<file path="src/hdl/rasterix_pkg.sv">
`default_nettype none

package rasterix_pkg;

    // Screen geometry of the on-chip color buffer
    localparam int X_RESOLUTION = 16;
    localparam int Y_RESOLUTION = 8;
    localparam int X_WIDTH = $clog2(X_RESOLUTION);
    localparam int Y_WIDTH = $clog2(Y_RESOLUTION);
    localparam int PIXEL_COUNT = X_RESOLUTION * Y_RESOLUTION;
    localparam int INDEX_WIDTH = $clog2(PIXEL_COUNT);
    // One extra bit so an end coordinate equal to the resolution fits
    localparam int SCREEN_POS_WIDTH = X_WIDTH + 1;

    // RGB666 storage format
    localparam int SUB_PIXEL_WIDTH = 6;
    localparam int SUB_PIXEL_COUNT = 3;
    localparam int PIXEL_WIDTH = SUB_PIXEL_WIDTH * SUB_PIXEL_COUNT;

    // Stream widths
    localparam int CMD_WIDTH = 32;
    localparam int STREAM_PIXEL_WIDTH = 16;
    localparam int PIXEL_PER_BEAT = 4;
    localparam int DATA_WIDTH = STREAM_PIXEL_WIDTH * PIXEL_PER_BEAT;
    localparam int BEATS_PER_FRAME = PIXEL_COUNT / PIXEL_PER_BEAT;

    // Opcode field
    localparam int OP_POS = 28;
    localparam int OP_WIDTH = 4;

    localparam logic [OP_WIDTH-1:0] OP_SET_CLEAR_COLOR = 4'd1;
    localparam logic [OP_WIDTH-1:0] OP_SET_SCISSOR = 4'd3;
    localparam logic [OP_WIDTH-1:0] OP_SET_MASK = 4'd4;
    localparam logic [OP_WIDTH-1:0] OP_WRITE_PIXEL = 4'd5;
    localparam logic [OP_WIDTH-1:0] OP_COMMIT = 4'd6;
    localparam logic [OP_WIDTH-1:0] OP_MEMSET = 4'd7;
    localparam logic [OP_WIDTH-1:0] OP_SWAP = 4'd8;

    // Lowest bit of each command field
    localparam int COLOR_R_POS = 12;
    localparam int COLOR_G_POS = 6;
    localparam int COLOR_B_POS = 0;
    localparam int PIXEL_X_POS = 18;
    localparam int PIXEL_Y_POS = 22;
    localparam int SCISSOR_START_X_POS = 0;
    localparam int SCISSOR_START_Y_POS = 5;
    localparam int SCISSOR_END_X_POS = 10;
    localparam int SCISSOR_END_Y_POS = 15;
    localparam int SCISSOR_ENABLE_POS = 20;
    localparam int MASK_R_POS = 2;
    localparam int MASK_G_POS = 1;
    localparam int MASK_B_POS = 0;
    localparam int SWAP_VSYNC_POS = 0;

endpackage

`default_nettype wire

</file>
<file path="src/hdl/render_config_regs.sv">
`timescale 1ns/1ps
`default_nettype none

module render_config_regs
(
    input  logic                                        aclk,
    input  logic                                        reset,

    input  logic                                        s_cmd_axis_tvalid,
    output logic                                        s_cmd_axis_tready,
    input  logic [rasterix_pkg::CMD_WIDTH-1:0]          s_cmd_axis_tdata,

    output logic [rasterix_pkg::PIXEL_WIDTH-1:0]        clear_color,
    output logic [rasterix_pkg::SUB_PIXEL_COUNT-1:0]    color_mask,
    output logic                                        scissor_enable,
    output logic [rasterix_pkg::SCREEN_POS_WIDTH-1:0]   scissor_start_x,
    output logic [rasterix_pkg::SCREEN_POS_WIDTH-1:0]   scissor_start_y,
    output logic [rasterix_pkg::SCREEN_POS_WIDTH-1:0]   scissor_end_x,
    output logic [rasterix_pkg::SCREEN_POS_WIDTH-1:0]   scissor_end_y,

    output logic                                        apply,
    input  logic                                        applied,
    output logic                                        cmd_memset,
    output logic                                        cmd_commit,

    output logic                                        pixel_wvalid,
    output logic [rasterix_pkg::X_WIDTH-1:0]            pixel_x,
    output logic [rasterix_pkg::Y_WIDTH-1:0]            pixel_y,
    output logic [rasterix_pkg::PIXEL_WIDTH-1:0]        pixel_wdata,

    output logic                                        swap_fb,
    output logic                                        swap_fb_enable_vsync,
    input  logic                                        fb_swapped
);
    typedef enum logic [1:0]
    {
        ST_IDLE,
        ST_WAIT_APPLIED,
        ST_WAIT_SWAP
    } state_t;

    state_t                                     state;
    logic                                       cmd_accept;
    logic [rasterix_pkg::OP_WIDTH-1:0]          opcode;
    logic [rasterix_pkg::PIXEL_WIDTH-1:0]       cmd_color;

    assign s_cmd_axis_tready = (state == ST_IDLE);
    assign cmd_accept = s_cmd_axis_tvalid && s_cmd_axis_tready;
    assign opcode = s_cmd_axis_tdata[rasterix_pkg::OP_POS +: rasterix_pkg::OP_WIDTH];

    // Same color layout for clear color and pixel writes
    assign cmd_color = {
        s_cmd_axis_tdata[rasterix_pkg::COLOR_R_POS +: rasterix_pkg::SUB_PIXEL_WIDTH],
        s_cmd_axis_tdata[rasterix_pkg::COLOR_G_POS +: rasterix_pkg::SUB_PIXEL_WIDTH],
        s_cmd_axis_tdata[rasterix_pkg::COLOR_B_POS +: rasterix_pkg::SUB_PIXEL_WIDTH]
    };

    always_ff @(posedge aclk)
    begin
        if (reset)
        begin
            state <= ST_IDLE;
            apply <= 1'b0;
            cmd_memset <= 1'b0;
            cmd_commit <= 1'b0;
            pixel_wvalid <= 1'b0;
            swap_fb <= 1'b0;
            clear_color <= '0;
            color_mask <= '1;
            scissor_enable <= 1'b0;
        end
        else
        begin
            apply <= 1'b0;
            pixel_wvalid <= 1'b0;
            swap_fb <= 1'b0;
            if (cmd_accept)
            begin
                case (opcode)
                    rasterix_pkg::OP_SET_CLEAR_COLOR:
                        clear_color <= cmd_color;
                    rasterix_pkg::OP_SET_SCISSOR:
                        scissor_enable <= s_cmd_axis_tdata[rasterix_pkg::SCISSOR_ENABLE_POS];
                    rasterix_pkg::OP_SET_MASK:
                        color_mask <= {s_cmd_axis_tdata[rasterix_pkg::MASK_R_POS],
                                       s_cmd_axis_tdata[rasterix_pkg::MASK_G_POS],
                                       s_cmd_axis_tdata[rasterix_pkg::MASK_B_POS]};
                    rasterix_pkg::OP_WRITE_PIXEL:
                        pixel_wvalid <= 1'b1;
                    rasterix_pkg::OP_COMMIT, rasterix_pkg::OP_MEMSET:
                    begin
                        apply <= 1'b1;
                        cmd_commit <= (opcode == rasterix_pkg::OP_COMMIT);
                        cmd_memset <= (opcode == rasterix_pkg::OP_MEMSET);
                        state <= ST_WAIT_APPLIED;
                    end
                    rasterix_pkg::OP_SWAP:
                    begin
                        swap_fb <= 1'b1;
                        state <= ST_WAIT_SWAP;
                    end
                    // Unknown opcodes are consumed without effect
                    default:
                    begin
                    end
                endcase
            end
            // applied still reports idle during the apply cycle itself
            else if ((state == ST_WAIT_APPLIED) && !apply && applied)
                state <= ST_IDLE;
            else if ((state == ST_WAIT_SWAP) && fb_swapped)
                state <= ST_IDLE;
        end
    end

    always_ff @(posedge aclk)
    begin
        if (cmd_accept && (opcode == rasterix_pkg::OP_SET_SCISSOR))
        begin
            scissor_start_x <= s_cmd_axis_tdata[rasterix_pkg::SCISSOR_START_X_POS +:
                                                rasterix_pkg::SCREEN_POS_WIDTH];
            scissor_start_y <= s_cmd_axis_tdata[rasterix_pkg::SCISSOR_START_Y_POS +:
                                                rasterix_pkg::SCREEN_POS_WIDTH];
            scissor_end_x <= s_cmd_axis_tdata[rasterix_pkg::SCISSOR_END_X_POS +:
                                              rasterix_pkg::SCREEN_POS_WIDTH];
            scissor_end_y <= s_cmd_axis_tdata[rasterix_pkg::SCISSOR_END_Y_POS +:
                                              rasterix_pkg::SCREEN_POS_WIDTH];
        end
        if (cmd_accept && (opcode == rasterix_pkg::OP_WRITE_PIXEL))
        begin
            pixel_x <= s_cmd_axis_tdata[rasterix_pkg::PIXEL_X_POS +: rasterix_pkg::X_WIDTH];
            pixel_y <= s_cmd_axis_tdata[rasterix_pkg::PIXEL_Y_POS +: rasterix_pkg::Y_WIDTH];
            pixel_wdata <= cmd_color;
        end
        if (cmd_accept && (opcode == rasterix_pkg::OP_SWAP))
            swap_fb_enable_vsync <= s_cmd_axis_tdata[rasterix_pkg::SWAP_VSYNC_POS];
    end

endmodule

`default_nettype wire

</file>
<file path="src/hdl/internal_framebuffer.sv">
`timescale 1ns/1ps
`default_nettype none

module internal_framebuffer
(
    input  logic                                        aclk,
    input  logic                                        reset,

    input  logic [rasterix_pkg::PIXEL_WIDTH-1:0]        clear_color,
    input  logic [rasterix_pkg::SUB_PIXEL_COUNT-1:0]    color_mask,
    input  logic                                        scissor_enable,
    input  logic [rasterix_pkg::SCREEN_POS_WIDTH-1:0]   scissor_start_x,
    input  logic [rasterix_pkg::SCREEN_POS_WIDTH-1:0]   scissor_start_y,
    input  logic [rasterix_pkg::SCREEN_POS_WIDTH-1:0]   scissor_end_x,
    input  logic [rasterix_pkg::SCREEN_POS_WIDTH-1:0]   scissor_end_y,

    input  logic                                        apply,
    output logic                                        applied,
    input  logic                                        cmd_memset,
    input  logic                                        cmd_commit,

    input  logic                                        pixel_wvalid,
    input  logic [rasterix_pkg::X_WIDTH-1:0]            pixel_x,
    input  logic [rasterix_pkg::Y_WIDTH-1:0]            pixel_y,
    input  logic [rasterix_pkg::PIXEL_WIDTH-1:0]        pixel_wdata,

    output logic                                        pix_valid,
    input  logic                                        pix_ready,
    output logic                                        pix_last,
    output logic [rasterix_pkg::PIXEL_WIDTH-1:0]        pix_data
);
    logic [rasterix_pkg::PIXEL_WIDTH-1:0]       mem [rasterix_pkg::PIXEL_COUNT];
    logic                                       busy;
    logic [rasterix_pkg::INDEX_WIDTH-1:0]       idx;
    logic                                       memset_active;
    logic                                       rd_en;

    logic                                       wr_en;
    logic [rasterix_pkg::INDEX_WIDTH-1:0]       wr_idx;
    logic [rasterix_pkg::PIXEL_WIDTH-1:0]       wr_data;
    logic [rasterix_pkg::SCREEN_POS_WIDTH-1:0]  wr_pos_x;
    logic [rasterix_pkg::SCREEN_POS_WIDTH-1:0]  wr_pos_y;
    logic                                       wr_inside;
    logic [rasterix_pkg::SUB_PIXEL_COUNT-1:0]   wr_strb;

    assign applied = !busy;
    assign memset_active = busy && cmd_memset;

    // Load the output register unless it holds an unsent pixel or the final one
    assign rd_en = busy && cmd_commit && !(pix_valid && pix_last) && (!pix_valid || pix_ready);

    // Memset owns the write port while busy, pixel writes only arrive when idle
    assign wr_en = memset_active || pixel_wvalid;
    assign wr_idx = memset_active ? idx : {pixel_y, pixel_x};
    assign wr_data = memset_active ? clear_color : pixel_wdata;

    // Index is y * 16 + x, so x and y fall out of the index bits
    assign wr_pos_x = {{(rasterix_pkg::SCREEN_POS_WIDTH - rasterix_pkg::X_WIDTH){1'b0}},
                       wr_idx[rasterix_pkg::X_WIDTH-1:0]};
    assign wr_pos_y = {{(rasterix_pkg::SCREEN_POS_WIDTH - rasterix_pkg::Y_WIDTH){1'b0}},
                       wr_idx[rasterix_pkg::INDEX_WIDTH-1:rasterix_pkg::X_WIDTH]};

    assign wr_inside = !scissor_enable
                       || ((scissor_start_x <= wr_pos_x) && (wr_pos_x < scissor_end_x)
                           && (scissor_start_y <= wr_pos_y) && (wr_pos_y < scissor_end_y));

    assign wr_strb = {rasterix_pkg::SUB_PIXEL_COUNT{wr_en && wr_inside}} & color_mask;

    always_ff @(posedge aclk)
    begin
        if (reset)
        begin
            busy <= 1'b0;
            idx <= '0;
            pix_valid <= 1'b0;
        end
        else
        begin
            if (apply)
            begin
                busy <= 1'b1;
                idx <= '0;
            end
            else if (memset_active)
            begin
                idx <= idx + 1'b1;
                if (int'(idx) == rasterix_pkg::PIXEL_COUNT - 1)
                    busy <= 1'b0;
            end
            else if (rd_en)
                idx <= idx + 1'b1;

            // Commit ends once the final pixel is handed over
            if (busy && cmd_commit && pix_valid && pix_ready && pix_last)
                busy <= 1'b0;

            if (rd_en)
                pix_valid <= 1'b1;
            else if (pix_ready)
                pix_valid <= 1'b0;
        end
    end

    // Channel 0 is blue and matches mask bit 0
    always_ff @(posedge aclk)
    begin
        for (int c = 0; c < rasterix_pkg::SUB_PIXEL_COUNT; c++)
        begin
            if (wr_strb[c])
                mem[wr_idx][c*rasterix_pkg::SUB_PIXEL_WIDTH +: rasterix_pkg::SUB_PIXEL_WIDTH]
                    <= wr_data[c*rasterix_pkg::SUB_PIXEL_WIDTH +: rasterix_pkg::SUB_PIXEL_WIDTH];
        end
        if (rd_en)
        begin
            pix_data <= mem[idx];
            pix_last <= (int'(idx) == rasterix_pkg::PIXEL_COUNT - 1);
        end
    end

endmodule

`default_nettype wire

</file>
<file path="src/hdl/rgb565_beat_packer.sv">
`timescale 1ns/1ps
`default_nettype none

module rgb565_beat_packer
(
    input  logic                                        aclk,
    input  logic                                        reset,

    input  logic                                        pix_valid,
    output logic                                        pix_ready,
    input  logic                                        pix_last,
    input  logic [rasterix_pkg::PIXEL_WIDTH-1:0]        pix_data,

    output logic                                        m_framebuffer_axis_tvalid,
    input  logic                                        m_framebuffer_axis_tready,
    output logic                                        m_framebuffer_axis_tlast,
    output logic [rasterix_pkg::DATA_WIDTH-1:0]         m_framebuffer_axis_tdata
);
    logic [$clog2(rasterix_pkg::PIXEL_PER_BEAT)-1:0]    slot;
    logic                                               pix_accept;
    logic [rasterix_pkg::STREAM_PIXEL_WIDTH-1:0]        rgb565;

    // No shifting while a full beat waits, so tdata stays stable
    assign pix_ready = !m_framebuffer_axis_tvalid;
    assign pix_accept = pix_valid && pix_ready;

    // Red and blue lose their LSB, green keeps all six bits
    assign rgb565 = {
        pix_data[rasterix_pkg::PIXEL_WIDTH-1 -: rasterix_pkg::SUB_PIXEL_WIDTH-1],
        pix_data[rasterix_pkg::SUB_PIXEL_WIDTH +: rasterix_pkg::SUB_PIXEL_WIDTH],
        pix_data[rasterix_pkg::SUB_PIXEL_WIDTH-1 -: rasterix_pkg::SUB_PIXEL_WIDTH-1]
    };

    always_ff @(posedge aclk)
    begin
        if (reset)
        begin
            slot <= '0;
            m_framebuffer_axis_tvalid <= 1'b0;
        end
        else
        begin
            if (m_framebuffer_axis_tvalid && m_framebuffer_axis_tready)
                m_framebuffer_axis_tvalid <= 1'b0;
            if (pix_accept)
            begin
                slot <= slot + 1'b1;
                if (int'(slot) == rasterix_pkg::PIXEL_PER_BEAT - 1)
                    m_framebuffer_axis_tvalid <= 1'b1;
            end
        end
    end

    // First pixel ends up in the lowest slot after four shifts
    always_ff @(posedge aclk)
    begin
        if (pix_accept)
        begin
            m_framebuffer_axis_tdata <= {rgb565,
                m_framebuffer_axis_tdata[rasterix_pkg::DATA_WIDTH-1:
                                         rasterix_pkg::STREAM_PIXEL_WIDTH]};
            // Last flag of the fourth pixel is the one that sticks
            m_framebuffer_axis_tlast <= pix_last;
        end
    end

endmodule

`default_nettype wire

</file>
<file path="src/hdl/rasterix_core_if.sv">
`timescale 1ns/1ps
`default_nettype none

module rasterix_core_if
(
    input  logic                                    aclk,
    input  logic                                    reset,

    input  logic                                    s_cmd_axis_tvalid,
    output logic                                    s_cmd_axis_tready,
    input  logic [rasterix_pkg::CMD_WIDTH-1:0]      s_cmd_axis_tdata,

    output logic                                    m_framebuffer_axis_tvalid,
    input  logic                                    m_framebuffer_axis_tready,
    output logic                                    m_framebuffer_axis_tlast,
    output logic [rasterix_pkg::DATA_WIDTH-1:0]     m_framebuffer_axis_tdata,

    output logic                                    swap_fb,
    output logic                                    swap_fb_enable_vsync,
    input  logic                                    fb_swapped
);
    logic [rasterix_pkg::PIXEL_WIDTH-1:0]       clear_color;
    logic [rasterix_pkg::SUB_PIXEL_COUNT-1:0]   color_mask;
    logic                                       scissor_enable;
    logic [rasterix_pkg::SCREEN_POS_WIDTH-1:0]  scissor_start_x;
    logic [rasterix_pkg::SCREEN_POS_WIDTH-1:0]  scissor_start_y;
    logic [rasterix_pkg::SCREEN_POS_WIDTH-1:0]  scissor_end_x;
    logic [rasterix_pkg::SCREEN_POS_WIDTH-1:0]  scissor_end_y;
    logic                                       apply;
    logic                                       applied;
    logic                                       cmd_memset;
    logic                                       cmd_commit;
    logic                                       pixel_wvalid;
    logic [rasterix_pkg::X_WIDTH-1:0]           pixel_x;
    logic [rasterix_pkg::Y_WIDTH-1:0]           pixel_y;
    logic [rasterix_pkg::PIXEL_WIDTH-1:0]       pixel_wdata;

    // Internal RGB666 pixel stream
    logic                                       pix_valid;
    logic                                       pix_ready;
    logic                                       pix_last;
    logic [rasterix_pkg::PIXEL_WIDTH-1:0]       pix_data;

    render_config_regs render_config_regs_inst (
        .aclk                 (aclk),
        .reset                (reset),
        .s_cmd_axis_tvalid    (s_cmd_axis_tvalid),
        .s_cmd_axis_tready    (s_cmd_axis_tready),
        .s_cmd_axis_tdata     (s_cmd_axis_tdata),
        .clear_color          (clear_color),
        .color_mask           (color_mask),
        .scissor_enable       (scissor_enable),
        .scissor_start_x      (scissor_start_x),
        .scissor_start_y      (scissor_start_y),
        .scissor_end_x        (scissor_end_x),
        .scissor_end_y        (scissor_end_y),
        .apply                (apply),
        .applied              (applied),
        .cmd_memset           (cmd_memset),
        .cmd_commit           (cmd_commit),
        .pixel_wvalid         (pixel_wvalid),
        .pixel_x              (pixel_x),
        .pixel_y              (pixel_y),
        .pixel_wdata          (pixel_wdata),
        .swap_fb              (swap_fb),
        .swap_fb_enable_vsync (swap_fb_enable_vsync),
        .fb_swapped           (fb_swapped)
    );

    internal_framebuffer internal_framebuffer_inst (
        .aclk            (aclk),
        .reset           (reset),
        .clear_color     (clear_color),
        .color_mask      (color_mask),
        .scissor_enable  (scissor_enable),
        .scissor_start_x (scissor_start_x),
        .scissor_start_y (scissor_start_y),
        .scissor_end_x   (scissor_end_x),
        .scissor_end_y   (scissor_end_y),
        .apply           (apply),
        .applied         (applied),
        .cmd_memset      (cmd_memset),
        .cmd_commit      (cmd_commit),
        .pixel_wvalid    (pixel_wvalid),
        .pixel_x         (pixel_x),
        .pixel_y         (pixel_y),
        .pixel_wdata     (pixel_wdata),
        .pix_valid       (pix_valid),
        .pix_ready       (pix_ready),
        .pix_last        (pix_last),
        .pix_data        (pix_data)
    );

    rgb565_beat_packer rgb565_beat_packer_inst (
        .aclk                      (aclk),
        .reset                     (reset),
        .pix_valid                 (pix_valid),
        .pix_ready                 (pix_ready),
        .pix_last                  (pix_last),
        .pix_data                  (pix_data),
        .m_framebuffer_axis_tvalid (m_framebuffer_axis_tvalid),
        .m_framebuffer_axis_tready (m_framebuffer_axis_tready),
        .m_framebuffer_axis_tlast  (m_framebuffer_axis_tlast),
        .m_framebuffer_axis_tdata  (m_framebuffer_axis_tdata)
    );

endmodule

`default_nettype wire

</file>
<file path="config.mk">
export PLATFORM = sky130hd
export DESIGN_NAME = rasterix_core_if
export DESIGN_NICKNAME = d
export VERILOG_FILES = /design/src/hdl/rasterix_pkg.sv /design/src/hdl/render_config_regs.sv /design/src/hdl/internal_framebuffer.sv /design/src/hdl/rgb565_beat_packer.sv /design/src/hdl/rasterix_core_if.sv
export SDC_FILE = /design/constraint.sdc
export NUM_CORES = 2
export LEC_CHECK = 0
export BUFFER_PORTS_ARGS = -buffer_cell sky130_fd_sc_hd__buf_4
export CELL_PAD_IN_SITES_DETAIL_PLACEMENT = 0
export CELL_PAD_IN_SITES_GLOBAL_PLACEMENT = 1
export CORE_AREA = 2 2 422 424
export DETAILED_ROUTE_END_ITERATION = 7
export DIE_AREA = 0 0 424 426
export PLACE_DENSITY = 0.73
export SYNTH_ARGS = -nofsm -noshare
export SYNTH_HDL_FRONTEND = slang
export SYNTH_SLANG_ARGS = --single-unit
</file>
<file path="constraint.sdc">
create_clock -name aclk -period 10.1 [get_ports aclk]
set_input_delay 1.01 -clock aclk [delete_from_list [all_inputs] [get_ports aclk]]
set_output_delay 1.01 -clock aclk [all_outputs]
set_load 0.05 [all_outputs]
</file>
# Word-level counts from Yosys, hierarchy flattened
# Memories as Yosys holds them, arrays and structs flattened. A register that Yosys moved wholly into a read port is not among the register bits.
# Cells that the tools add are included.
# Widths: inputs -> output; s select.
# classes
n_mux	25
bitwise	2
add_sub_neg	2
n_reduce_logical	45
n_lt_le_gt_ge	4
n_eq_ne	13
# ops
op	n
$logic_and 1x1->1	21
$mux 7	3
$mux 18	1
$mux 1	17
$eq 4x3->1 const B	4
$reduce_and 2->1	6
$reduce_or 2->1	4
$add 7x1->7 const B	1
$eq 7x1->1 const B	1
$logic_not 1->1	6
$mux 2	3
$reduce_bool 2->1	3
$le 5x3->1	1
$le 5x4->1	1
$lt 3x5->1	1
$lt 4x5->1	1
$eq 2x1->1 const B	2
$eq 4x1->1 const B	1
$eq 4x2->1 const B	1
$eq 4x4->1 const B	1
$pmux 2 s2	1
$and 3x3->3	1
$logic_or 1x1->1	3
$ne 3x3->1 const B	1
other kinds (6)	6
# word_totals
n_memories	1
out_inout_bits	69
regBits	153
in_bits	37
wordCells	117
ramBits	2304
# mem_list
name	words	width	read_ports	rd_ports_with_merged_regs	wr	line	source
internal_framebuffer_inst.mem	128	18	1	1	1	internal_framebuffer.sv:32	logic [rasterix_pkg::PIXEL_WIDTH-1:0] mem [rasterix_pkg::PIXEL_COUNT];

# Logic depth before layout (Yosys ltp)
# logic_depth
ltp_word	11
ltp_mapped	15
ltp_nobuf	10

# Hierarchy
# Synthesis repeated with hierarchy kept, for this count alone.
# hier_totals
hier_cells	4892
area_unflattened_um2	97877.6
# by_module_without_submodules
module	instances	cells_per_inst	seq_area_each_um2	area_per_inst_um2
internal_framebuffer	1	4635	69937.1	93084.3
render_config_regs	1	177	1961.9	2690.1
rgb565_beat_packer	1	80	2011.9	2103.3

# Worst setup path before layout
# No wires, ideal clock.
# synth_path
path_kind	reg-to-reg
start	register internal_framebuffer_inst.idx[5] in the netlist's numbering
end	memory internal_framebuffer_inst.mem[73][10] in the netlist's numbering (enable)
t_arrival_ps	3469
path_slack_ps	6254
n_path_buf	6
stages_incl_launch_ff	15
required_ps	9723
period_less_slack_ps	3846
setup_ps	377
cell_sequence	dfxtp_1 clkbuf_1 clkbuf_1 clkbuf_1 buf_1 mux2i_1 ha_1 nor2b_1 o21ai_0 a32oi_1 a211oi_1 a31oi_2 buf_2 clkbuf_1 nor3_1
# synth_between
elab_chain_len	9
word_cells_on_any_way	10
cone_classes	order compare (2); mux (3); bitwise (1); reduce/logical (4)
# synth_lines
item	line	source
start: declaration	internal_framebuffer.sv:34	logic [rasterix_pkg::INDEX_WIDTH-1:0] idx;
start signal: assignment	internal_framebuffer.sv:86	idx <= idx + 1'b1;
start signal: assignment	internal_framebuffer.sv:91	idx <= idx + 1'b1;
$mux 7 *	internal_framebuffer.sv:54	assign wr_idx = memset_active ? idx : {pixel_y, pixel_x};
$le 5x3->1	internal_framebuffer.sv:65	&& (scissor_start_y <= wr_pos_y) && (wr_pos_y < scissor_end_y));
$logic_and 1x1->1 (2 in a row)	internal_framebuffer.sv:65	
$logic_or 1x1->1	internal_framebuffer.sv:64	|| ((scissor_start_x <= wr_pos_x) && (wr_pos_x < scissor_end_x)
$logic_and 1x1->1	internal_framebuffer.sv:67	assign wr_strb = {rasterix_pkg::SUB_PIXEL_COUNT{wr_en && wr_inside}} & color_mask;
$and 3x3->3	internal_framebuffer.sv:67	
$mux 1	internal_framebuffer.sv:109	if (wr_strb[c])
$mux 1 (not written as such)	internal_framebuffer.sv:110	mem[wr_idx][c*rasterix_pkg::SUB_PIXEL_WIDTH +: rasterix_pkg::SUB_PIXEL_WIDTH]
end: declaration	internal_framebuffer.sv:32	
# Every way passes the cells marked *; elsewhere a longest branch is shown, timed or not.

# Worst setup path in the final report
# layout_path
start	register internal_framebuffer_inst.busy
end	memory internal_framebuffer_inst.mem[127][7] in the netlist's numbering (enable)
# layout_between
elab_chain_len	11
word_cells_on_any_way	15
cone_classes	order compare (4); mux (3); bitwise (1); reduce/logical (7)
# layout_lines
item	line	source
start: declaration	internal_framebuffer.sv:33	logic busy;
start signal: assignment	internal_framebuffer.sv:73	busy <= 1'b0;
start signal: assignment	internal_framebuffer.sv:81	busy <= 1'b1;
start signal: assignment	internal_framebuffer.sv:88	busy <= 1'b0;
$logic_and 1x1->1 *	internal_framebuffer.sv:47	assign memset_active = busy && cmd_memset;
$mux 7	internal_framebuffer.sv:54	
$le 5x4->1 or $lt 4x5->1 (tied branches)	internal_framebuffer.sv:64	
$logic_and 1x1->1	internal_framebuffer.sv:64	
$logic_and 1x1->1 (2 in a row)	internal_framebuffer.sv:65	
$logic_or 1x1->1	internal_framebuffer.sv:64	
$logic_and 1x1->1	internal_framebuffer.sv:67	
$and 3x3->3	internal_framebuffer.sv:67	
$mux 1	internal_framebuffer.sv:109	
$mux 1 (not written as such)	internal_framebuffer.sv:110	
# Marked as above.

==> run_results.csv <==
group,metric,value,unit
critical_path,crit_type,"reg2reg",
synthesis,synthFlopType,"edfxtp_1",
flow_run,maxCapViolations,0,
sta,timing.final.hold_violations,0,
power_and_ir_drop,powerDensity,181,nW/um^2
drt,first_pass_iters,6,
sta,worst_pin_slew,1.38,ns
floorplanning,die_area,181000,sq um
sta,rsz0062_at_grt,"false",
final_layout,multi_input_area,21500,sq um
sta,maxSlewHeadroom,7.94,%
clock_network,cts_root_buf,"clkbuf_16",
grt,grt_max_degree,163,
grt,grt_pass1_wl,348,mm
synthesis,avgSynthCellArea,18.8,sq um
drt,wl_per_cell,33.1,um
synthesis,seq_area_frac_synth,73.8,%
placement,routabilityCongestion,0.866,
critical_path,max_stage_delay,1.01,ns
placement,pre_cts_slack,4.56,ns
floorplanning,core.rowCount,154,
drt,routed_wirelength,243,mm
synthesis,synth_area,89500,sq um
synthesis,synth_compound_area_share,2.60,%
power_and_ir_drop,pwr-share-seq,55.3,%
power_and_ir_drop,clock_power_share,44.0,%
critical_path,endpoint_kind,"register",
critical_path,slowest_stage,"nor3_1",
critical_path,crit_fanout,52,
critical_path,cp_common_cell,"buf_4",
critical_path,cp_top_family,"simple AND/OR/NAND/NOR gates",
synthesis,synth_top_area_share,72.9,%
synthesis,synth_fa_ha_area_share,0.191,%
drt,ant_nets,0,
worst_hold_path,min_path_type,"in2reg",
sta,period_minus_slack,5.60,ns
floorplanning,core,176000,sq um
floorplanning,dieHeight,426,um
clock_network,cts_tree,"yes",
synthesis,synth_top_family_by_area,"multiplexers",
grt,antenna_found_initial,10,
final_layout,num-nets-final,4866,
synthesis,synth-xor-area-share,0.0685,%
final_layout,layout_common_cells,"2174 x edfxtp_1, 492 x mux4_2, 389 x nor3_1",
final_layout,seq_area,66100,sq um
placement,dp_hpwl,145,mm
synthesis,synth_nets,4822,
clock_network,clock_tree.buffer_depth,3,
drt,vias_per_cell,6.54,
grt,gr-total-overflow,0,
critical_path,cp-start-kind,"register",
clock_network,cts_made_buffers,215,
power_and_ir_drop,combPwrFrac,0.7,%
clock_network,clock_latency,0.86,ns
final_layout,syn2layout_area_growth,11.0,%
synthesis,synth_top_area_cell,"edfxtp_1",
power_and_ir_drop,switching_share,19.8,%
critical_path,required,10.58,ns
synthesis,yosysWarnings,0,
clock_network,post_cts_resized,0,
sta,setup_slack,4.50,ns
sta,setup_viol,0,
clock_network,clk_pin_slew,0.06,ns
outcome,status,"complete, no violations",
sta,setup_tns,0,ns
clock_network,cts_hold_buf,0,
grt,grt_pass1_vias,47042,
final_layout,layout_commonest_cell,"edfxtp_1",
critical_path,cp_num_buf_inv,4,
drt,drc_errors,0,
drt,vias,47985,
placement,io_buffers,102,
final_layout,layout-drive-gt1-share,22.8,%
sta,fmax,0.179,GHz
power_and_ir_drop,power.total,18.0,mW
final_layout,nFillCells,13073,
sta,timing.final.crit_share,55.4,%
sta,skew,0.0505,ns
synthesis,synth_edf_count,2174,
clock_network,post_cts_buffers,0,
power_and_ir_drop,max-vdd-ir-drop,0.183,mV
final_layout,finalCoreUtilization,56.5,%
drt,drtIter0Drc,6086,
clock_network,htree_levels,4,
sta,drv_slew,0,
grt,grt_usage,27.0,%
critical_path,cp_cell_sequence,"nand2_4, mux2_2, inv_2, ha_1, nor2b_1, a2bb2oi_1, maj3_1, nand3b_1, a31oi_4, buf_4, buf_4, buf_4, nor3_1",
synthesis,muxShareOfSynthArea,14.9,%
synthesis,synthCells,4773,
synthesis,async_flop_share,0,%
critical_path,cp_data_arrival_time,6.08,ns
power_and_ir_drop,p_int,14.4,mW
synthesis,synth_seq_cells,2213,
synthesis,synth_cell_types,72,
floorplanning,start_util,50.9,%
floorplanning,io_pins,106,
synthesis,synth_simple_gate_area_share,6.06,%
power_and_ir_drop,p_sw,3.58,mW
clock_network,cts.sinks,2213,
power_and_ir_drop,p_leak,28.9,nW
floorplanning,die_x,424,um
synthesis,synthTopCellsByArea,"edfxtp_1 73%, mux4_2 12%, nor3_1 2.2%",
## sequential cells by signal, indices dropped and copies added (netlist names), 4 cells and up
register	count
internal_framebuffer_inst.idx	7
internal_framebuffer_inst.mem	2048
internal_framebuffer_inst.pix_data	16
render_config_regs_inst.clear_color	16
render_config_regs_inst.pixel_wdata	16
render_config_regs_inst.pixel_x	4
render_config_regs_inst.scissor_end_x	5
render_config_regs_inst.scissor_end_y	5
render_config_regs_inst.scissor_start_x	5
render_config_regs_inst.scissor_start_y	5
rgb565_beat_packer_inst.m_framebuffer_axis_tdata	64
## power by group through the flow
stage | logic, mW | registers, mW | clock network (mW)
after floorplan | 0.0637 | 10.2 | 0
after global placement | 0.114 | 10.2 | 0
after detailed placement | 0.116 | 10.2 | 0
after CTS | 0.117 | 9.97 | 8.02
after global routing | 0.123 | 9.96 | 8.38
final | 0.117 | 9.97 | 7.94
## Yosys cell counts (all sizes together), types with 4 or more instances
| library cell | instances |
|---|---|
| and2 | 37 |
| nor2 | 42 |
| edfxtp | 2174 |
| buf | 252 |
| a221oi | 10 |
| dfxtp | 39 |
| nand3 | 362 |
| a21oi | 76 |
| a32oi | 8 |
| mux4 | 492 |
| nor3 | 409 |
| o21ai | 46 |
| a21boi | 10 |
| nand3b | 8 |
| or2 | 4 |
| mux2i | 150 |
| a22oi | 62 |
| o221ai | 8 |
| o22ai | 12 |
| nand4 | 9 |
| a211oi | 34 |
| inv | 18 |
| a2111oi | 8 |
| and3 | 7 |
| a22o | 11 |
| mux2 | 62 |
| xor2 | 4 |
| ha | 12 |
| o211ai | 15 |
| clkbuf | 150 |
| nand2 | 129 |
| nand2b | 17 |
| a31oi | 15 |
| nor4 | 7 |
| o31ai | 6 |
| nor2b | 31 |
## area by class of cell
cell class | count | area share [%]
clock inverters | 148 | 1.46
inverters | 18 | 0.0680
well taps | 2340 | 2.95
repair buffers | 229 | 1.82
clock buffers | 252 | 5.57
flip-flops and latches | 2213 | 66.5
multi-input cells | 2140 | 21.6
diodes | 2 | 0.00504
## stage by stage
stage | instance area [sq um] | hold WS, ns | cells
floorplan | 89500 | 0.400 | 4773
global placement | 92400 | 0.406 | 6940
detailed placement | 92400 | 0.407 | 6940
CTS | 99300 | 0.261 | 7340
global route | 99300 | 0.288 | 7340
finish | 99300 | 0.330 | 7342
## path summary, 6_finish.rpt
check | to | cells after the start | startpoint | slack (ns)
worst max register to register | internal_framebuffer_inst.mem[127][7] | 13 | internal_framebuffer_inst.busy | 4.50
worst max-delay path | internal_framebuffer_inst.mem[127][7] | 13 | internal_framebuffer_inst.busy | 4.50
worst min register to register | register | 0 | internal_framebuffer_inst.pix_data[13] | 0.41
worst min-delay path | render_config_regs_inst.pixel_x[3] | 1 | s_cmd_axis_tdata[21] | 0.33
## metal layers
| metal | GRT usage (%) | wire (um) | vias to the layer above |
|---|---|---|---|
| met5 | 0 | 41 | - |
| met4 | 9.35 | 8170 | 6 |
| met3 | 5.81 | 25900 | 407 |
| met2 | 41.9 | 114000 | 2804 |
| met1 | 38.2 | 94700 | 25087 |
| li1 | - | - | 19681 |
## cells by family (layout without fill, tap and decap cells)
family,Yosys count,in the layout
DFF,2213,2213
and+or+nand+nor,1073,1073
muxes,704,704
buffers and inverters,420,647
AOI/OAI and AO/OA,342,342
adders and majority gates,14,14
xor gates and xnor gates,7,7
other,0,2
(Power assumes the default switching activity.)
